--- src/logic/fm_mix_pkg.sv ---
/*
 * FM output mixer shared definitions
 * Slot schedule, data widths, configuration memory map and the
 * operator routing of each algorithm class
 */
package fm_mix_pkg;

    localparam int num_slots = 24;      // 6 channels x 4 operators
    localparam int num_chans = 6;
    localparam int op_w      = 14;      // Operator result
    localparam int snd_w     = 16;      // Sample / output width
    localparam int cfg_aw    = 5;       // Config word address
    localparam int cfg_dw    = 16;

    // Config memory map, word addresses
    localparam int slot_level_base = 0;  // 24 level words, pos*4 + op
    localparam int chan_cfg_base   = 24; // 6 channel words
    localparam int chan_alg_lsb    = 0;  // Channel word bits 2:0
    localparam int chan_rl_lsb     = 3;  // Bit 4 left, bit 3 right

    // Channels whose operator 0 slot carries ADPCM
    localparam logic [2:0] adpcm_a_ch = 3'd2;
    localparam logic [2:0] adpcm_b_ch = 3'd6;

    // Operators summed to output, bit n for operator n
    localparam logic [3:0] route_alg_0_3 = 4'b1000;
    localparam logic [3:0] route_alg_4   = 4'b1010;
    localparam logic [3:0] route_alg_5_6 = 4'b1110;
    localparam logic [3:0] route_alg_7   = 4'b1111;

    // Channel code 0,1,2,4,5,6 to position 0..5
    function automatic logic [2:0] ch_pos(input logic [2:0] ch);
        return (ch > 3'd2) ? ch - 3'd1 : ch;
    endfunction

endpackage

--- src/logic/apb_cfg_slave.sv ---
/*
 * APB slave for the mixer configuration memory
 * Turns access phases into memory requests, waits for the grant
 * and, on reads, for the returned word
 */
module apb_cfg_slave
    import fm_mix_pkg::*;
(
    input  logic              clk,
    input  logic              arst_n,
    input  logic              psel,
    input  logic              penable,
    input  logic              pwrite,
    input  logic [6:0]        paddr,
    input  logic [cfg_dw-1:0] pwdata,
    output logic [cfg_dw-1:0] prdata,
    output logic              pready,
    output logic              pslverr,
    input  logic              bus_gnt,
    input  logic [cfg_dw-1:0] bus_rdata,
    output logic              bus_req,
    output logic              bus_we,
    output logic [cfg_aw-1:0] bus_addr,
    output logic [cfg_dw-1:0] bus_wdata
);

    typedef enum logic {
        st_gnt,     // Waiting for the arbiter
        st_rdata    // Granted read, word arrives now
    } state_t;

    state_t state;

    // Request only once per transfer, dropped after the grant
    assign bus_req   = psel & penable & (state == st_gnt);
    assign bus_we    = pwrite;
    assign bus_addr  = paddr[6:2];      // Byte to word address
    assign bus_wdata = pwdata;

    // Writes end on the grant, reads one cycle later
    assign pready  = (state == st_rdata) | (bus_gnt & bus_we);
    assign prdata  = bus_rdata;
    assign pslverr = 1'b0;              // No error responses

    always_ff @(posedge clk or negedge arst_n) begin
        if (!arst_n) begin
            state <= st_gnt;
        end else begin
            case (state)
                st_gnt:   if (bus_gnt && !bus_we) state <= st_rdata;
                st_rdata: state <= st_gnt;
                default:  state <= st_gnt;
            endcase
        end
    end

    // Master must hold the address through the wait states
    a_paddr_stable: assert property (@(posedge clk) disable iff (!arst_n)
        psel && !pready |=> $stable(paddr))
        else $error("paddr changed during a pending APB transfer");

endmodule

--- src/logic/cfg_mem_arbiter.sv ---
/*
 * Configuration memory with fixed priority arbitration
 * Slot reader always wins, the APB side is granted otherwise.
 * Read data comes back one cycle after the request
 */
module cfg_mem_arbiter
    import fm_mix_pkg::*;
(
    input  logic              clk,
    input  logic              arst_n,
    input  logic              clk_en,
    input  logic              bus_req,
    input  logic              bus_we,
    input  logic [cfg_aw-1:0] bus_addr,
    input  logic [cfg_dw-1:0] bus_wdata,
    output logic              bus_gnt,
    output logic [cfg_dw-1:0] bus_rdata,
    input  logic              slot_req,
    input  logic [cfg_aw-1:0] slot_addr,
    output logic [cfg_dw-1:0] slot_rdata
);

    logic [cfg_dw-1:0] mem [num_slots + num_chans];  // Levels then channel words
    logic [cfg_dw-1:0] rd_q;                          // Shared read return

    assign bus_gnt = bus_req & ~slot_req;   // Reader has priority

    always_ff @(posedge clk) begin
        if (slot_req) begin
            rd_q <= mem[slot_addr];
        end else if (bus_gnt) begin
            if (bus_we) mem[bus_addr] <= bus_wdata;
            else        rd_q <= mem[bus_addr];
        end
    end

    // One return register, each side only samples after its own request
    assign slot_rdata = rd_q;
    assign bus_rdata  = rd_q;

    // Reader needs two free cycles after each slot step
    a_clk_en_gap: assert property (@(posedge clk) disable iff (!arst_n)
        clk_en |=> !clk_en [*2])
        else $error("clk_en high again within two cycles");

    // Both slot reads issued and returned before the next step
    a_slot_served: assert property (@(posedge clk) disable iff (!arst_n)
        clk_en |=> slot_req ##1 slot_req ##1 !slot_req)
        else $error("slot read pair not served after clk_en");

endmodule

--- src/logic/slot_counter.sv ---
/*
 * Frame slot sequencer
 * Walks four operators per channel over channel codes 0,1,2,4,5,6,
 * one slot per clk_en, and flags the first slot of each frame
 */
module slot_counter (
    input  logic       clk,
    input  logic       arst_n,
    input  logic       clk_en,
    output logic [2:0] cur_ch,
    output logic [1:0] cur_op,
    output logic       frame_start
);

    logic [2:0] next_ch;

    // Code 3 is skipped, 7 never reached
    always_comb begin
        case (cur_ch)
            3'd0:    next_ch = 3'd1;
            3'd1:    next_ch = 3'd2;
            3'd2:    next_ch = 3'd4;
            3'd4:    next_ch = 3'd5;
            3'd5:    next_ch = 3'd6;
            default: next_ch = 3'd0;    // Wrap after channel 6
        endcase
    end

    always_ff @(posedge clk or negedge arst_n) begin
        if (!arst_n) begin
            cur_ch <= 3'd0;
            cur_op <= 2'd0;
        end else if (clk_en) begin
            cur_op <= cur_op + 2'd1;    // Operator steps fastest
            if (cur_op == 2'd3) begin
                cur_ch <= next_ch;
            end
        end
    end

    assign frame_start = (cur_ch == 3'd0) && (cur_op == 2'd0);

endmodule

--- src/logic/op_level_fetch.sv ---
/*
 * Per slot operator level and channel setting fetch
 * Reads the level word, then the channel word, after each clk_en and
 * presents them with the slot tags at the following clk_en
 */
module op_level_fetch
    import fm_mix_pkg::*;
(
    input  logic                   clk,
    input  logic                   arst_n,
    input  logic                   clk_en,
    input  logic [2:0]             cur_ch,
    input  logic [1:0]             cur_op,
    input  logic                   frame_start,
    output logic                   slot_req,
    output logic [cfg_aw-1:0]      slot_addr,
    input  logic [cfg_dw-1:0]      slot_rdata,
    output logic signed [op_w-1:0] op_result,
    output logic [2:0]             alg,
    output logic [1:0]             rl,
    output logic [2:0]             tag_ch,
    output logic [1:0]             tag_op,
    output logic                   tag_zero
);

    logic [1:0]        ph;          // 1 level req, 2 chan req, 3 chan return
    logic [op_w-1:0]   level_q;     // Staged level of the slot being fetched
    logic [cfg_dw-1:0] chan_q;
    logic [cfg_dw-1:0] chan_word;

    assign slot_req  = (ph == 2'd1) || (ph == 2'd2);
    assign slot_addr = (ph == 2'd1) ? cfg_aw'(slot_level_base) + {ch_pos(cur_ch), cur_op}
                                    : cfg_aw'(chan_cfg_base) + cfg_aw'(ch_pos(cur_ch));

    // Channel word may land on the same edge as the next clk_en
    assign chan_word = (ph == 2'd3) ? slot_rdata : chan_q;

    always_ff @(posedge clk or negedge arst_n) begin
        if (!arst_n) begin
            ph <= 2'd0;
        end else if (clk_en) begin
            ph <= 2'd1;                 // New slot, start fetching
        end else if (ph != 2'd0) begin
            ph <= ph + 2'd1;            // 3 wraps back to idle
        end
    end

    always_ff @(posedge clk or negedge arst_n) begin
        if (!arst_n) begin
            level_q   <= '0;
            chan_q    <= '0;
            op_result <= '0;
            alg       <= '0;
            rl        <= '0;
            tag_ch    <= '0;
            tag_op    <= '0;
            tag_zero  <= 1'b0;
        end else begin
            if (ph == 2'd2) level_q <= slot_rdata[op_w-1:0];
            if (ph == 2'd3) chan_q  <= slot_rdata;
            if (clk_en) begin
                op_result <= level_q;   // Slot fetched since last clk_en
                alg       <= chan_word[chan_alg_lsb +: 3];
                rl        <= chan_word[chan_rl_lsb +: 2];
                tag_ch    <= cur_ch;    // Still the fetched slot here
                tag_op    <= cur_op;
                tag_zero  <= frame_start;
            end
        end
    end

endmodule

--- src/logic/sample_acc.sv ---
/*
 * Saturating frame accumulator, one output side
 * Sums slot inputs over a frame and hands the 16-bit clamped total
 * to the held output at frame start
 */
module sample_acc
    import fm_mix_pkg::*;
(
    input  logic                    clk,
    input  logic                    arst_n,
    input  logic                    clk_en,
    input  logic signed [snd_w-1:0] din,
    input  logic                    add_en,
    input  logic                    zero,
    output logic signed [snd_w-1:0] snd
);

    localparam int acc_w = snd_w + 2;   // 18-bit running sum

    logic signed [acc_w-1:0] sum;
    logic signed [acc_w-1:0] add_val;
    logic        [acc_w:0]   sum_ext;   // One guard bit for the add
    logic signed [acc_w-1:0] sum_nxt;
    logic signed [snd_w-1:0] sum_sat;

    always_comb begin
        add_val = add_en ? {{2{din[snd_w-1]}}, din} : '0;
        sum_ext = {sum[acc_w-1], sum} + {add_val[acc_w-1], add_val};
        // Clamp at 18 bits so full-scale frames cannot wrap
        if (sum_ext[acc_w] != sum_ext[acc_w-1])
            sum_nxt = sum_ext[acc_w] ? {1'b1, {(acc_w-1){1'b0}}} : {1'b0, {(acc_w-1){1'b1}}};
        else
            sum_nxt = sum_ext[acc_w-1:0];
        // Top three bits agree, value fits 16 bits
        if (&sum[acc_w-1:snd_w-1] || ~|sum[acc_w-1:snd_w-1])
            sum_sat = sum[snd_w-1:0];
        else
            sum_sat = sum[acc_w-1] ? {1'b1, {(snd_w-1){1'b0}}} : {1'b0, {(snd_w-1){1'b1}}};
    end

    always_ff @(posedge clk or negedge arst_n) begin
        if (!arst_n) begin
            sum <= '0;
            snd <= '0;
        end else if (clk_en) begin
            if (zero) begin
                sum <= add_val;         // New frame starts with this slot
                snd <= sum_sat;         // Finished frame to output
            end else begin
                sum <= sum_nxt;
            end
        end
    end

endmodule

--- src/logic/fm_out_acc.sv ---
/*
 * FM output stage with ADPCM substitution
 * Routes each presented slot by algorithm and panning into the left
 * and right frame accumulators
 */
module fm_out_acc
    import fm_mix_pkg::*;
#(
    parameter bit adpcm_mix = 1'b1
) (
    input  logic                    clk,
    input  logic                    arst_n,
    input  logic                    clk_en,
    input  logic signed [op_w-1:0]  op_result,
    input  logic [2:0]              alg,
    input  logic [1:0]              rl,
    input  logic [2:0]              tag_ch,
    input  logic [1:0]              tag_op,
    input  logic                    tag_zero,
    input  logic signed [snd_w-1:0] adpcm_a_l,
    input  logic signed [snd_w-1:0] adpcm_a_r,
    input  logic signed [snd_w-1:0] adpcm_b_l,
    input  logic signed [snd_w-1:0] adpcm_b_r,
    output logic signed [snd_w-1:0] left,
    output logic signed [snd_w-1:0] right,
    output logic                    sample_valid
);

    logic [3:0]              route;
    logic                    sum_en;
    logic signed [snd_w-1:0] op_ext;
    logic signed [snd_w-1:0] acc_in_l, acc_in_r;
    logic                    acc_en_l, acc_en_r;

    always_comb begin
        case (alg)
            3'd4:       route = route_alg_4;
            3'd5, 3'd6: route = route_alg_5_6;
            3'd7:       route = route_alg_7;
            default:    route = route_alg_0_3;  // Carrier only
        endcase
    end

    assign sum_en = route[tag_op];
    assign op_ext = {{(snd_w - op_w){op_result[op_w-1]}}, op_result};

    // ADPCM slots drop the FM data, ignore alg and rl
    always_comb begin
        acc_in_l = op_ext;
        acc_in_r = op_ext;
        acc_en_l = sum_en & rl[1];
        acc_en_r = sum_en & rl[0];
        if (tag_op == 2'd0 && tag_ch == adpcm_a_ch) begin
            acc_in_l = adpcm_a_l <<< 3;
            acc_in_r = adpcm_a_r <<< 3;
            acc_en_l = adpcm_mix;
            acc_en_r = adpcm_mix;
        end else if (tag_op == 2'd0 && tag_ch == adpcm_b_ch) begin
            acc_in_l = adpcm_b_l >>> 3; // 16-bit samples, scaled down
            acc_in_r = adpcm_b_r >>> 3;
            acc_en_l = adpcm_mix;
            acc_en_r = adpcm_mix;
        end
    end

    sample_acc u_left (
        .clk    (clk),
        .arst_n (arst_n),
        .clk_en (clk_en),
        .din    (acc_in_l),
        .add_en (acc_en_l),
        .zero   (tag_zero),
        .snd    (left)
    );

    sample_acc u_right (
        .clk    (clk),
        .arst_n (arst_n),
        .clk_en (clk_en),
        .din    (acc_in_r),
        .add_en (acc_en_r),
        .zero   (tag_zero),
        .snd    (right)
    );

    // Pulse lines up with the new left/right
    always_ff @(posedge clk or negedge arst_n) begin
        if (!arst_n) sample_valid <= 1'b0;
        else         sample_valid <= clk_en & tag_zero;
    end

    a_out_hold: assert property (@(posedge clk) disable iff (!arst_n)
        $changed(left) || $changed(right) |-> sample_valid)
        else $error("output changed without sample_valid");

endmodule

--- src/logic/fm_mix_top.sv ---
/*
 * FM sound generator output mixer, top level
 * APB configuration port, slot sequencer, level fetch and the
 * left/right frame mixing path
 */
module fm_mix_top
    import fm_mix_pkg::*;
#(
    parameter bit adpcm_mix = 1'b1
) (
    input  logic                    clk,
    input  logic                    clk_en,
    input  logic                    arst_n,
    input  logic                    psel,
    input  logic                    penable,
    input  logic                    pwrite,
    input  logic [6:0]              paddr,
    input  logic [cfg_dw-1:0]       pwdata,
    output logic [cfg_dw-1:0]       prdata,
    output logic                    pready,
    output logic                    pslverr,
    input  logic signed [snd_w-1:0] adpcm_a_l,
    input  logic signed [snd_w-1:0] adpcm_a_r,
    input  logic signed [snd_w-1:0] adpcm_b_l,
    input  logic signed [snd_w-1:0] adpcm_b_r,
    output logic signed [snd_w-1:0] left,
    output logic signed [snd_w-1:0] right,
    output logic                    sample_valid
);

    // APB side of the memory
    logic              bus_req, bus_we, bus_gnt;
    logic [cfg_aw-1:0] bus_addr;
    logic [cfg_dw-1:0] bus_wdata, bus_rdata;
    // Slot reader side
    logic              slot_req;
    logic [cfg_aw-1:0] slot_addr;
    logic [cfg_dw-1:0] slot_rdata;
    // Sequencer and presented slot
    logic [2:0]             cur_ch, tag_ch, alg;
    logic [1:0]             cur_op, tag_op, rl;
    logic                   frame_start, tag_zero;
    logic signed [op_w-1:0] op_result;

    apb_cfg_slave u_apb (
        .clk(clk), .arst_n(arst_n),
        .psel(psel), .penable(penable), .pwrite(pwrite), .paddr(paddr),
        .pwdata(pwdata), .prdata(prdata), .pready(pready), .pslverr(pslverr),
        .bus_gnt(bus_gnt), .bus_rdata(bus_rdata), .bus_req(bus_req),
        .bus_we(bus_we), .bus_addr(bus_addr), .bus_wdata(bus_wdata)
    );

    cfg_mem_arbiter u_arb (
        .clk(clk), .arst_n(arst_n), .clk_en(clk_en),
        .bus_req(bus_req), .bus_we(bus_we), .bus_addr(bus_addr),
        .bus_wdata(bus_wdata), .bus_gnt(bus_gnt), .bus_rdata(bus_rdata),
        .slot_req(slot_req), .slot_addr(slot_addr), .slot_rdata(slot_rdata)
    );

    slot_counter u_slot (
        .clk(clk), .arst_n(arst_n), .clk_en(clk_en),
        .cur_ch(cur_ch), .cur_op(cur_op), .frame_start(frame_start)
    );

    op_level_fetch u_fetch (
        .clk(clk), .arst_n(arst_n), .clk_en(clk_en),
        .cur_ch(cur_ch), .cur_op(cur_op), .frame_start(frame_start),
        .slot_req(slot_req), .slot_addr(slot_addr), .slot_rdata(slot_rdata),
        .op_result(op_result), .alg(alg), .rl(rl),
        .tag_ch(tag_ch), .tag_op(tag_op), .tag_zero(tag_zero)
    );

    fm_out_acc #(.adpcm_mix(adpcm_mix)) u_acc (
        .clk(clk), .arst_n(arst_n), .clk_en(clk_en),
        .op_result(op_result), .alg(alg), .rl(rl),
        .tag_ch(tag_ch), .tag_op(tag_op), .tag_zero(tag_zero),
        .adpcm_a_l(adpcm_a_l), .adpcm_a_r(adpcm_a_r),
        .adpcm_b_l(adpcm_b_l), .adpcm_b_r(adpcm_b_r),
        .left(left), .right(right), .sample_valid(sample_valid)
    );

endmodule

--- config.mk ---
export PLATFORM = sky130hd
export DESIGN_NAME = fm_mix_top
export DESIGN_NICKNAME = d
export VERILOG_FILES = /design/src/logic/fm_mix_pkg.sv /design/src/logic/apb_cfg_slave.sv /design/src/logic/cfg_mem_arbiter.sv /design/src/logic/slot_counter.sv /design/src/logic/op_level_fetch.sv /design/src/logic/sample_acc.sv /design/src/logic/fm_out_acc.sv /design/src/logic/fm_mix_top.sv
export SDC_FILE = /design/constraint.sdc
export NUM_CORES = 1
export LEC_CHECK = 0
export BUFFER_PORTS_ARGS = -buffer_cell sky130_fd_sc_hd__buf_4
export CORE_ASPECT_RATIO = 1.2
export CORE_MARGIN = 4
export CORE_UTILIZATION = 56
export CTS_BUF_LIST = sky130_fd_sc_hd__clkbuf_16
export DETAILED_ROUTE_END_ITERATION = 7
export PLACE_DENSITY = 0.83
export SLEW_MARGIN = 0
export SYNTH_ARGS = -nofsm -noshare
export SYNTH_HDL_FRONTEND = slang
export SYNTH_HIERARCHICAL = 1
export SYNTH_SLANG_ARGS = --single-unit
--- constraint.sdc ---
create_clock -name clk -period 4 [get_ports clk]
set_input_delay 0.6 -clock clk [delete_from_list [all_inputs] [get_ports clk]]
set_output_delay 0.6 -clock clk [all_outputs]
set_load 0.02 [all_outputs]
---- After elaboration in Yosys (flattened, before gate mapping) ----
Memory sizes are Yosys's and may differ from the RTL's.
Index checks and enable logic that the tools add are counted.
operators by class
  $add $sub $neg .......................... 6
  magnitude comparators ................... 2
  equal/unequal tests ..................... 17
  muxes and demuxes ....................... 38
  bitwise operators ....................... 10
  reduce and logical (&&, ||, !) cells .... 24
operators by type and width
  kind                                                 number
  2-to-1 mux 16 bit                                    11
  2-to-1 mux 18 bit                                    8
  adder 18 x 18 -> 19 bit                              2
  == test 3 bit (second input constant)                7
  case mux 3 bit (5 select lines)                      1
  2-to-1 mux 1 bit                                     10
  2-to-1 mux 5 bit                                     2
  case mux 3 bit (3 select lines)                      1
  AND 1 bit                                            7
  == test 2 bit (second input constant)                3
  == test 3 x 2 -> 1 bit (second input constant)       2
  AND reduction 2 bit                                  3
  AND reduction 3 bit                                  2
  nonzero test 2 bit                                   3
  OR reduction 3 bit                                   2
  adder 4 x 4 -> 5 bit (first input constant)          1
  adder 2 x 1 -> 2 bit (second input constant)         2
  logical AND 1 bit                                    4
  zero test 2 bit                                      2
  2-to-1 mux 2 bit                                     2
  == test 3 x 1 -> 1 bit (second input constant)       1
  > comparator 3 x 2 -> 1 bit (second input constant)  1
  zero test 1 bit                                      3
  zero test 3 bit                                      1
  12 further kinds                                     16
word-level totals
  flip-flop bits (word level) ............. 137
  bits in writable memories ............... 480
  input bits .............................. 93
  output and inout bits ................... 51
  word-level logic and storage cells ...... 116
  memories ................................ 1
memory list
  name       words  width  rd ports  clocked after memory_dff  write ports  RTL line               RTL
  u_arb.mem  30     16     2         0                         1            cfg_mem_arbiter.sv:23  logic [cfg_dw-1:0] mem [num_slots + num_chans];

---- Logic depth before layout (Yosys ltp) ----
  depth in word-level cells ............... 13
  mapped depth ............................ 16
  mapped depth without buffers ............ 14

---- Cells and area by module ----
The synthesis kept the hierarchy.
modules (own cells, without submodules)
  module           instances  cells an instance  area each (µm²)  sequential area each (µm²)
  cfg_mem_arbiter  1          1206               22909.5          14894.3
  sample_acc       2          356                2788.9           850.8
  op_level_fetch   1          129                1913.1           1151.1
  fm_out_acc       1          91                 674.4            25.0
  apb_cfg_slave    1          44                 346.6            25.0
  slot_counter     1          21                 245.2            125.1

---- Worst setup path after synthesis ----
No wires, ideal clock.
  kind .................................... flip-flop to flip-flop
  start point ............................. reg u_fetch.tag_op[1]
  end point ............................... reg u_acc.u_left.sum[0]
  library setup time ...................... 124 ps
  arrival time ............................ 3691 ps
  required time ........................... 3876 ps
  slack ................................... 185 ps
  stages on the path, launching flop included .. 16
  buffers on the path ..................... 2
  period minus slack after synthesis ...... 3815 ps
  cells stage by stage .................... dfrtp_1 -> or4b_1 -> buf_6 -> a22o_1 -> and2_1 -> ha_1 -> fa_1 -> a211oi_1 -> o21ai_1 -> a21oi_1 -> or3_4 -> a21oi_4 -> and3_4 -> nor3b_4 -> buf_6 -> a21oi_2
on the way
  elaborated cells on any way between the ends .. 16
  classes of those cells .................. add/sub: 1; eq/ne: 1; mux: 10; bitwise: 1; reduce/logical: 3
RTL lines
  what                                                       RTL line                            RTL
  start: declaration                                         op_level_fetch.sv:22                output logic [1:0] tag_op,
  start signal: assignment                                   op_level_fetch.sv:66                tag_op <= cur_op;
  zero test 2 bit *                                          fm_out_acc.sv:53, fm_out_acc.sv:58
  logical AND 1 bit                                          fm_out_acc.sv:58                    end else if (tag_op == 2'd0 && tag_ch == adpcm_b_ch) begin
  2-to-1 mux 16 bit                                          fm_out_acc.sv:58
  2-to-1 mux 16 bit *                                        fm_out_acc.sv:53                    if (tag_op == 2'd0 && tag_ch == adpcm_a_ch) begin
  named net u_acc.acc_in_l[0]                                fm_out_acc.sv:32                    logic signed [snd_w-1:0] acc_in_l, acc_in_r;
  2-to-1 mux 18 bit *                                        sample_acc.sv:27                    add_val = add_en ? {{2{din[snd_w-1]}}, din} : '0;
  adder 18 x 18 -> 19 bit                                    sample_acc.sv:28                    sum_ext = {sum[acc_w-1], sum} + {add_val[acc_w-1], add_val};
  2-to-1 mux 18 bit / != test 1 bit (equally long branches)  sample_acc.sv:31, sample_acc.sv:30
  2-to-1 mux 18 bit                                          sample_acc.sv:30                    if (sum_ext[acc_w] != sum_ext[acc_w-1])
  2-to-1 mux 18 bit *                                        sample_acc.sv:46                    if (zero) begin
  end signal: assignment                                     sample_acc.sv:47                    sum <= add_val;
  end signal: assignment                                     sample_acc.sv:50                    sum <= sum_nxt;
  end: declaration                                           sample_acc.sv:20                    logic signed [acc_w-1:0] sum;
The timed path passes the listed nets; every way through them passes the cells marked *. The select of a mux whose other input is x is not followed.
A chain may end at the register's enable or synchronous reset.

---- Final worst setup path ----
  start point ............................. reg u_fetch.tag_op[0]
  end point ............................... reg u_acc.u_right.sum[13]
on the way
  elaborated cells on any way between the ends .. 16
  classes of those cells .................. add/sub: 1; eq/ne: 1; mux: 10; bitwise: 1; reduce/logical: 3
RTL lines
  what                                                       RTL line
  zero test 2 bit *                                          fm_out_acc.sv:53, fm_out_acc.sv:58
  logical AND 1 bit                                          fm_out_acc.sv:58
  2-to-1 mux 16 bit                                          fm_out_acc.sv:58
  2-to-1 mux 16 bit *                                        fm_out_acc.sv:53
  named net u_acc.acc_in_r[15]                               fm_out_acc.sv:32
  2-to-1 mux 18 bit *                                        sample_acc.sv:27
  adder 18 x 18 -> 19 bit *                                  sample_acc.sv:28
  2-to-1 mux 18 bit / != test 1 bit (equally long branches)  sample_acc.sv:31, sample_acc.sv:30
  2-to-1 mux 18 bit *                                        sample_acc.sv:30
  2-to-1 mux 18 bit *                                        sample_acc.sv:46
  end signal: assignment                                     sample_acc.sv:47
  end signal: assignment                                     sample_acc.sv:50
  end: declaration                                           sample_acc.sv:20
Marked as above.

==> out/metrics.json <==
{
  "share_clk_of_total_power_pct": 19.2,
  "final.min_clock_period_ns": 3.919,
  "number_of_antenna_violations_at_the_first_check_in_global_routing": 2,
  "finalMaxSlewViolations": 0,
  "place_ws_ns": 0.02731,
  "placementRows": 95,
  "clock-skew-final_ns": 0.02683,
  "post-dp-hpwl_um": 55170,
  "critical_path_required_ns": 4.50,
  "port_buffers": 128,
  "vias_in_the_first_global_route": 21000,
  "synthesis.area_um2": 31650,
  "path_type_of_the_worst_setup_path": "flip-flop to flip-flop",
  "path_max_fanout": 12,
  "clock_tree.buffer_depth": 3,
  "r2r_start": "u_fetch/tag_op[0]$_DFFE_PN0P_",
  "place_congestion": 0.9327,
  "timing_worst_slew_pin_value_ns": 1.283,
  "fmax_mhz": 255.2,
  "areaGrowthSynthToFinish_pct": 13.39,
  "clock_tree.htree_level_count": 2,
  "min_from": "pwrite",
  "vias_per_cell": 6.826,
  "r2r-end": "u_acc/u_right/sum[13]$_DFFE_PN0P_",
  "swShare_pct": 39.51,
  "synth_warnings": 6,
  "finalSetupViolations": 0,
  "start_util_pct": 56.54,
  "detailedRoute.firstIterationViolations": 2905,
  "outcome": "completed",
  "route.detailed.wl_per_inst_um": 27.05,
  "floorplan.die.width_um": 225.0,
  "avgSynthCellArea_um2": 14.38,
  "drcViolationCount": 0,
  "design.core.area_um2": 55980,
  "power-per-cell-area_nw_per_um2": 814.3,
  "leakage_uw": 0.01284,
  "grt_overflow_total": 0,
  "synthesis.instances": 2201,
  "max-cap-violations": 0,
  "wirelength_routed_um": 84080,
  "drive_above_1_share_pct": 31.13,
  "critPathLaunchType": "flip-flop",
  "tritoncts_clock_tree": "done",
  "finalHoldViolCount": 0,
  "max-slew-margin-rel_pct": 14.36,
  "grt_usage_pct": 27.42,
  "tritoncts.num_buffers": 59,
  "mostFrequentLayoutCell": "edfxtp_1",
  "rrSetupSlack_ns": 0.08,
  "power_switching_uw": 11550,
  "grt_max_degree": 90,
  "boundaryPins": 144,
  "insertion_delay_ns": 0.65,
  "cts_sinks": 617,
  "fp.dieH_um": 268.4,
  "layout_setup_ws_ns": 0.08105,
  "ff2ff_path_depth": 18,
  "vdd.ir_drop.worst_mv": 0.8024,
  "nNetsFinal": 2470,
  "timing.critical_path.from": "u_fetch/tag_op[0]$_DFFE_PN0P_",
  "clock_tree.root_cell": "clkbuf_16",
  "cp.arrival_ns": 4.42,
  "layout.filler_cells": 3788,
  "critPathCapture": "u_acc/u_right/sum[13]$_DFFE_PN0P_",
  "dieArea_um2": 60400,
  "hold_path_class": "input pin to flip-flop",
  "place.detailed.instances": 2983,
  "seq_power_share_pct": 29.0,
  "detailroute.via_count": 21210,
  "cp-end-kind": "flip-flop",
  "syn_nets": 2340,
  "combinationalPowerShare_pct": 51.8,
  "grt_first_pass_wirelength_um": 126900,
  "final.period_utilization_pct": 97.97,
  "clk_pin_slew_ns": 0.06,
  "postRouteAntennaNets": 0,
  "final_cell_mix": "edfxtp_1, buf_4, mux4_2",
  "finalCoreUtilization_pct": 64.11,
  "first_pass_iters": 5,
  "internal-power_uw": 17680,
  "final_cells": 3108
}
[per-stage QoR]
step                      TNS, ns  hold slack [ns]  instance area (um2)  power, uW
after detailed placement        0           0.4543                33640      23020
after global placement          0           0.4408                33640      22540
after floorplan                 0           0.3044                31650      19110
after CTS                       0           0.1503                35600      28740
final                           0           0.1861                35890      29230
after global routing      -0.5757           0.1687                35890      30770
[timing repair]
action / 4_1_cts / 5_1_grt
endpoints found under the setup margin: 11 / 34
hold endpoints to repair: 32 / 0
gates resized for setup: 1 / 39
pin swaps: 1 / 14
buffers inserted: 0 / 11
hold buffers: 1 / 0
cloned: 0 / 2
[sequential cells by signal, summed over array words and instances (netlist names), 2 cells and up]
register           flops
u_arb/mem            480
u_acc/u_left/sum      18
u_acc/u_right/sum     18
u_acc/u_left/snd      16
u_acc/u_right/snd     16
u_arb/bus_rdata       16
u_fetch/level_q       14
u_fetch/op_result     14
u_fetch/chan_q         5
u_fetch/alg            3
u_fetch/tag_ch         3
u_slot/cur_ch          3
u_fetch/ph             2
u_fetch/rl             2
u_fetch/tag_op         2
u_slot/cur_op          2
[layout make-up]
type / instances / area, um2 / share of cell area, %
inverters: 25 / 93.84 / 0.2615
flip-flops and latches: 617 / 17920 / 49.94
multi-input cells: 1361 / 12710 / 35.42
repair buffers: 267 / 2297 / 6.401
well taps: 727 / 909.6 / 2.535
clock inverters: 50 / 449.2 / 1.252
diodes: 1 / 2.502 / 0.006973
clock buffers: 60 / 1501 / 4.184
[power by group through the flow]
| stage | Combinational, uW | Sequential, uW | Clock, uW |
|---|---|---|---|
| 6_report | 15100 | 8460 | 5630 |
| 5_1_grt | 16200 | 8550 | 5980 |
| 4_1_cts | 14600 | 8460 | 5710 |
| 3_5_place_dp | 14400 | 8590 | 0 |
| 3_3_place_gp | 14000 | 8540 | 0 |
| 2_1_floorplan | 10700 | 8460 | 0 |
[how the worst min path moves through the flow]
stage | end | slack [ns] | depth (start not counted)
floorplan | u_acc/sample_valid$_DFF_PN0_ | 0.30 | 0
global placement | u_apb/state$_DFF_PN0_ | 0.44 | 1
detailed placement | u_apb/state$_DFF_PN0_ | 0.45 | 1
CTS | u_apb/state$_DFF_PN0_ | 0.15 | 2
global route | u_apb/state$_DFF_PN0_ | 0.17 | 2
finish | u_apb/state$_DFF_PN0_ | 0.19 | 2
[worst max-delay path, stage by stage (launching register included)]
cell and delay [ns]:
dfrtp_1 0.38, buf_4 0.16, nor4b_4 0.24, buf_4 0.18, buf_12 0.13, buf_4 0.12
nor2_1 0.04, buf_4 0.17, a21oi_2 0.12, and2_1 0.26, ha_1 0.33, a21o_1 0.19
a21oi_1 0.16, o21ai_1 0.11, or3_4 0.40, and3_4 0.21, nor3b_4 0.33, buf_4 0.19
a21oi_1 0.06
[layer usage]
metal	vias up	part of all wire, %	track usage, %
met4	2	5.0	10.40
met3	331	11	5.934
met2	1505	49	46.54
met1	10500	35	35.08
met5	-	0.013	0
li1	8878	-	-
Note: power is estimated with default switching activity, not from simulation.
